`config.mk`:
```
export PLATFORM = sky130hd
export DESIGN_NAME = icache_cfg
export DESIGN_NICKNAME = d
export VERILOG_FILES = /design/src/hw/icache_pkg.sv /design/src/hw/icache_cfg.sv
export SDC_FILE = /design/constraint.sdc
export NUM_CORES = 1
export LEC_CHECK = 0
export ABC_AREA = 1
export BUFFER_PORTS_ARGS = -buffer_cell sky130_fd_sc_hd__buf_2
export CAP_MARGIN = 20
export CORE_AREA = 10 10 142 144
export CTS_CLUSTER_DIAMETER = 30
export DETAILED_ROUTE_END_ITERATION = 10
export DIE_AREA = 0 0 152 154
export HOLD_SLACK_MARGIN = 0.02
export SLEW_MARGIN = 15
export SYNTH_ARGS = -nofsm -noshare
export SYNTH_HDL_FRONTEND = slang
export SYNTH_SLANG_ARGS = --single-unit
```
`constraint.sdc`:
```
create_clock -name clk -period 5.3 [get_ports clk]
set_clock_uncertainty 0.05 [all_clocks]
set_input_delay 0.265 -clock clk [delete_from_list [all_inputs] [get_ports clk]]
set_output_delay 0.265 -clock clk [all_outputs]
set_load 0.005 [all_outputs]
```
`src/hw/icache_pkg.sv`:
```
package icache_pkg;

    ////////////////////////////////////////////////////////////
    // Widths
    ////////////////////////////////////////////////////////////

    // Fetch and refill address
    parameter int ADDR_WIDTH = 32;

    // One cache line, also one refill beat
    parameter int LINE_WIDTH = 128;

    // Physical tag, address bits 31:12
    parameter int TAG_WIDTH = 20;

    // Byte offset inside a line, the set index starts above it
    parameter int OFFSET_WIDTH = 4;

    // Configuration bus data
    parameter int CFG_WIDTH = 32;

    ////////////////////////////////////////////////////////////
    // Structs
    ////////////////////////////////////////////////////////////

    // TLB answer for the current fetch
    typedef struct packed {
        logic                 found;
        logic [TAG_WIDTH-1:0] ptag;
    } tlb_resp_t;

    // Translation request from the fetch unit
    typedef struct packed {
        logic trans_en;
    } fetch_tlb_t;

    // One tag RAM word
    typedef struct packed {
        logic                 epoch;
        logic [TAG_WIDTH-1:0] tag;
    } tag_entry_t;

    ////////////////////////////////////////////////////////////
    // Enums
    ////////////////////////////////////////////////////////////

    // Refill machine, port 1 is always served before port 2
    typedef enum logic [2:0] {
        IDLE          = 3'd0,
        REFILL_1_REQ  = 3'd1,
        REFILL_1_WAIT = 3'd2,
        REFILL_2_REQ  = 3'd3,
        REFILL_2_WAIT = 3'd4
    } refill_state_e;

    // Configuration register map
    typedef enum logic [1:0] {
        CFG_CTRL       = 2'd0,
        CFG_HIT_CNT    = 2'd1,
        CFG_REFILL_CNT = 2'd2
    } cfg_addr_e;

endpackage

```
`src/hw/icache_cfg.sv`:
```
`timescale 1ns/10ps

module icache_cfg (
    input  logic                             clk,
    input  logic                             rst_n,

    input  logic                             cfg_we_i,
    input  icache_pkg::cfg_addr_e            cfg_addr_i,
    input  logic [icache_pkg::CFG_WIDTH-1:0] cfg_wdata_i,
    output logic [icache_pkg::CFG_WIDTH-1:0] cfg_rdata_o,

    input  logic                             hit_i,
    input  logic                             refill_i,
    output logic                             epoch_o
);

    logic epoch_r;

    // Entry 0 counts hits, entry 1 counts refills
    logic [1:0][icache_pkg::CFG_WIDTH-1:0] cnt;
    logic [1:0]                            cnt_inc;
    logic [1:0]                            cnt_clr;

    assign cnt_inc    = {refill_i, hit_i};
    assign cnt_clr[0] = cfg_we_i && cfg_addr_i == icache_pkg::CFG_HIT_CNT;
    assign cnt_clr[1] = cfg_we_i && cfg_addr_i == icache_pkg::CFG_REFILL_CNT;

    // Flipping the epoch drops every line at once
    always_ff @(posedge clk or negedge rst_n) begin
        if (!rst_n) begin
            epoch_r <= 1'b1;
        end else if (cfg_we_i && cfg_addr_i == icache_pkg::CFG_CTRL && cfg_wdata_i[0]) begin
            epoch_r <= ~epoch_r;
        end
    end

    // Saturating, clear wins over a same-cycle event
    always_ff @(posedge clk or negedge rst_n) begin
        if (!rst_n) begin
            cnt <= '0;
        end else begin
            for (int i = 0; i < 2; i++) begin
                if (cnt_clr[i]) begin
                    cnt[i] <= '0;
                end else if (cnt_inc[i] && !(&cnt[i])) begin
                    cnt[i] <= cnt[i] + 1'b1;
                end
            end
        end
    end

    assign epoch_o = epoch_r;

    always_comb begin
        case (cfg_addr_i)
            icache_pkg::CFG_CTRL:       cfg_rdata_o = {{(icache_pkg::CFG_WIDTH-1){1'b0}}, epoch_r};
            icache_pkg::CFG_HIT_CNT:    cfg_rdata_o = cnt[0];
            icache_pkg::CFG_REFILL_CNT: cfg_rdata_o = cnt[1];
            default:                    cfg_rdata_o = '0;
        endcase
    end

endmodule

```
==> key figures <==
Global routing
  – Vias in the first global route: around 4600
  – Total GRT Usage: around 13%
  – Global-route congestion overflow total: 0
  – Initial antenna violation count: 0
  – Largest net degree at the start of global routing: 66
  – First-pass GRT wire length: approximately 24000 um

STA
  – Final Hold Fails: 0
  – Fmax: 0.298 GHz
  – Worst-Margin Slew: about 850 ps
  – Final Critical Period: around 3400 ps
  – Setup TNS: 0 ps
  – RSZ-0062 raised after global routing: no
  – Min setup slack post-route: 1940 ps
  – Slew HR: about 43%
  – Post-route clock period utilization: between 60% and 70%
  – Final setup viols: 0
  – Final Max Slew Viols: 0

Run status
  – Outcome: finished clean

Routing
  – DRT iter0 DRCs: ~410
  – WL per Instance: about 14 um
  – DRC: 0
  – Routed wire length: ~15000 um
  – Avg Vias per Cell: 4.67
  – Routed Antenna Nets: 0
  – Via count: approximately 4800
  – 1st-pass router iterations: 7

Pwr
  – Pwr dens: around 250 nW/um^2
  – Power Total: 1.35 mW
  – Leakage: 2.47 nW
  – Max VDD drop: roughly 160 uV

Clock network
  – CTS Buffer Depth: 2
  – Post-cts repair resize count: 0
  – Root buffer selected by CTS: clkbuf_16
  – Clock-pin slew on the worst setup and hold paths: around 60 ps
  – Worst skew pair latency: 350 ps
  – CTS Buf Count: 9
  – Clk sinks: 65
  – CTS tree: built
  – Hold-fix buffers, CTS: 0
  – Post CTS Setup Buffer Count: 0
  – H-tree Lvls: 3

Floorplan
  – Vert. Die Dim: 154 um
  – Die W: 152 um
  – Row cnt: 48
  – DIE AREA: roughly 23000 um^2
  – IO Pins: approximately 70
  – Starting Density: between 20% and 30%
  – CORE AREA: roughly 17000 um^2

Finish
  – FILL cells: between 1500 and 2000
  – Final nets: ~850
  – Area delta synth->final: 14.2%
  – Final std cells w/o fill: 1037
  – FF+latch area: 1630 um^2
  – Ant diodes: 0
  – Area of the multi-input gates: ~2700 um^2
  – Design area: 5450 um^2
  – Share of cells above drive strength 1: a little under 10%

Critical path
  – R2R setup slack: between 2000 and 3000 ps
  – Critical path's slowest cell: nor2_2
  – Startpoint types: input pin
  – Crit path required time: 5470 ps
  – R2R depth: 9
  – End of the critical path: cnt[0]
  – CP Max Fanout: 21
  – Worst Path Arrival: ~3500 ps
  – CP most frequent cell: inv_1
  – Worst setup startpoint: cfg_addr_i[0]
  – Worst R2R End: cnt[0]
  – Crit path max-delay family: simple AND/OR/NAND/NOR gates
  – Path length in cells of the critical path: 8
  – R2R Path Start: cnt[1]
  – Kind of end point of the critical path: flop
  – Cell Chain, Critical Path: buf_2 -> inv_1 -> nor2_1 -> inv_1 -> nor2_2 -> inv_1 -> nand2_1 -> o21ai_0
  – Slowest stage delay, CP: around 750 ps
  – Crit Path Class: input pin to flop
  – WP buf/inv: 4

Synth
  – Syn Nets: 814
  – Synth Area in Compound Gates: a little under a tenth
  – Synth Area in XOR/XNOR: under 10%
  – Post-Syn Instances: 773
  – Synth Register Bits: between 60 and 70
  – Largest family of logic cells by synthesized area: simple AND/OR/NAND/NOR gates
  – Post-Synth Simple-Gate Area: approximately 45%
  – Syn. warnings: 0
  – Register area share after synthesis: between 30% and 40%
  – Adder-Cell Fraction of Synth Area: 0.524%
  – Synth cell types: 33
  – Post-synthesis mux area share: 0%
  – Synth Area per Inst: roughly 6.2 um^2
  – Mapped Area: about 4800 um^2

Worst hold path
  – Min-Delay Path Class: input pin to async pin

Placed design
  – Inst Count DP: roughly 1000
  – IO buf count: 40
  – RePlAce Congestion: approximately 0.9
  – Dpl ws: ~1500 ps
  – Placed Area: 5160 um^2
  – Final HPWL DP: about 11000 um

Flow run
  – Max-cap violations: 0
[report_power, final]
group / switching, mW / leakage [nW] / internal (mW)
clock: 0.235 / 0.149 / 0.366
combinational: 0.114 / 1.44 / 0.0607
sequential: 0.0406 / 0.890 / 0.535
[metal layers]
layer	share of wire, %	track usage (%)
met1	45	15.3
met2	50	22.1
met3	2.8	1.62
met4	2.8	6.01
met5	0	0
[cells in the mapped netlist]
library cell	number	area [um^2]
a21oi_1	15	75.1
a21oi_4	1	16.3
a22o_1	5	43.8
buf_1	3	11.3
buf_2	4	20.0
buf_6	5	56.3
clkbuf_1	7	26.3
clkinv_4	1	8.76
dfrtp_1	64	1600
dfstp_2	1	26.3
ha_1	2	25.0
inv_1	77	289
inv_2	2	7.51
nand2_1	307	1150
nand2_2	2	12.5
nand2_4	3	33.8
nand3_1	61	305
nand3_2	1	10.0
nand3b_1	2	15.0
nand4_1	11	68.8
nor2_1	116	435
nor2_2	5	31.3
nor2_4	3	33.8
nor2_8	1	20.0
nor3_1	4	20.0
o211ai_1	1	7.51
o21ai_0	25	125
o21ai_1	11	55.1
o221ai_1	1	8.76
o22ai_1	18	113
or2_2	1	6.26
xnor2_1	2	17.5
xor2_1	11	96.3
[sequential cells by signal (all words and copies together), names as in the netlist]
signal,cells
cnt,64
epoch_o,1
[logic make-up (layout without fill, tap and decap cells)]
| family | Yosys count | count (layout) |
|---|---|---|
| AOI/OAI and AO/OA | 77 | 77 |
| xor gates and xnor gates | 13 | 13 |
| adders and majority gates | 2 | 2 |
| buffers and inverters | 99 | 138 |
| DFF | 65 | 65 |
| and+or+nand+nor | 517 | 517 |
[area by class of cell]
class | count | share of cell area, %
clock buffers | 14 | 5.21
clock inverters | 2 | 0.184
inverters | 80 | 5.60
multi-input cells | 609 | 50.0
flip-flops and latches | 65 | 29.9
well taps | 225 | 5.16
repair buffers | 42 | 3.95
[per-stage QoR]
stage                     hold slack, ps  util, %
final                               50.6     31.7
after floorplan                    -80.6        -
after global placement               441     30.0
after detailed placement             443     30.0
after CTS                            114     31.7
after global routing                 152     31.7
[worst min-delay path by stage]
stage	endpoint	slack, ps	depth (start not counted)
final	cnt[36]	50	2
after global routing	cnt[36]	150	2
after CTS	cnt[36]	110	2
after detailed placement	epoch_o	440	1
after global placement	epoch_o	440	1
after floorplan	cnt[0]	-80	0
[cell usage in the layout, fill, tap and decap left out, drive strengths merged]
cell    synthesis  final
nand4          11     11
nor3            4      4
a21oi          16     16
nand3b          2      2
xor2           11     11
dfrtp          64     64
o21ai          36     36
a22o            5      5
clkbuf          7     14
o211ai          1      1
nand2         312    312
or2             1      1
nand3          62     62
nor2          125    125
inv            79     79
clkinv          1      3
o221ai          1      1
xnor2           2      2
ha              2      2
o22ai          18     18
buf            12     42
dfstp           1      1
No activity file was read; power rests on OpenSTA's default activity.
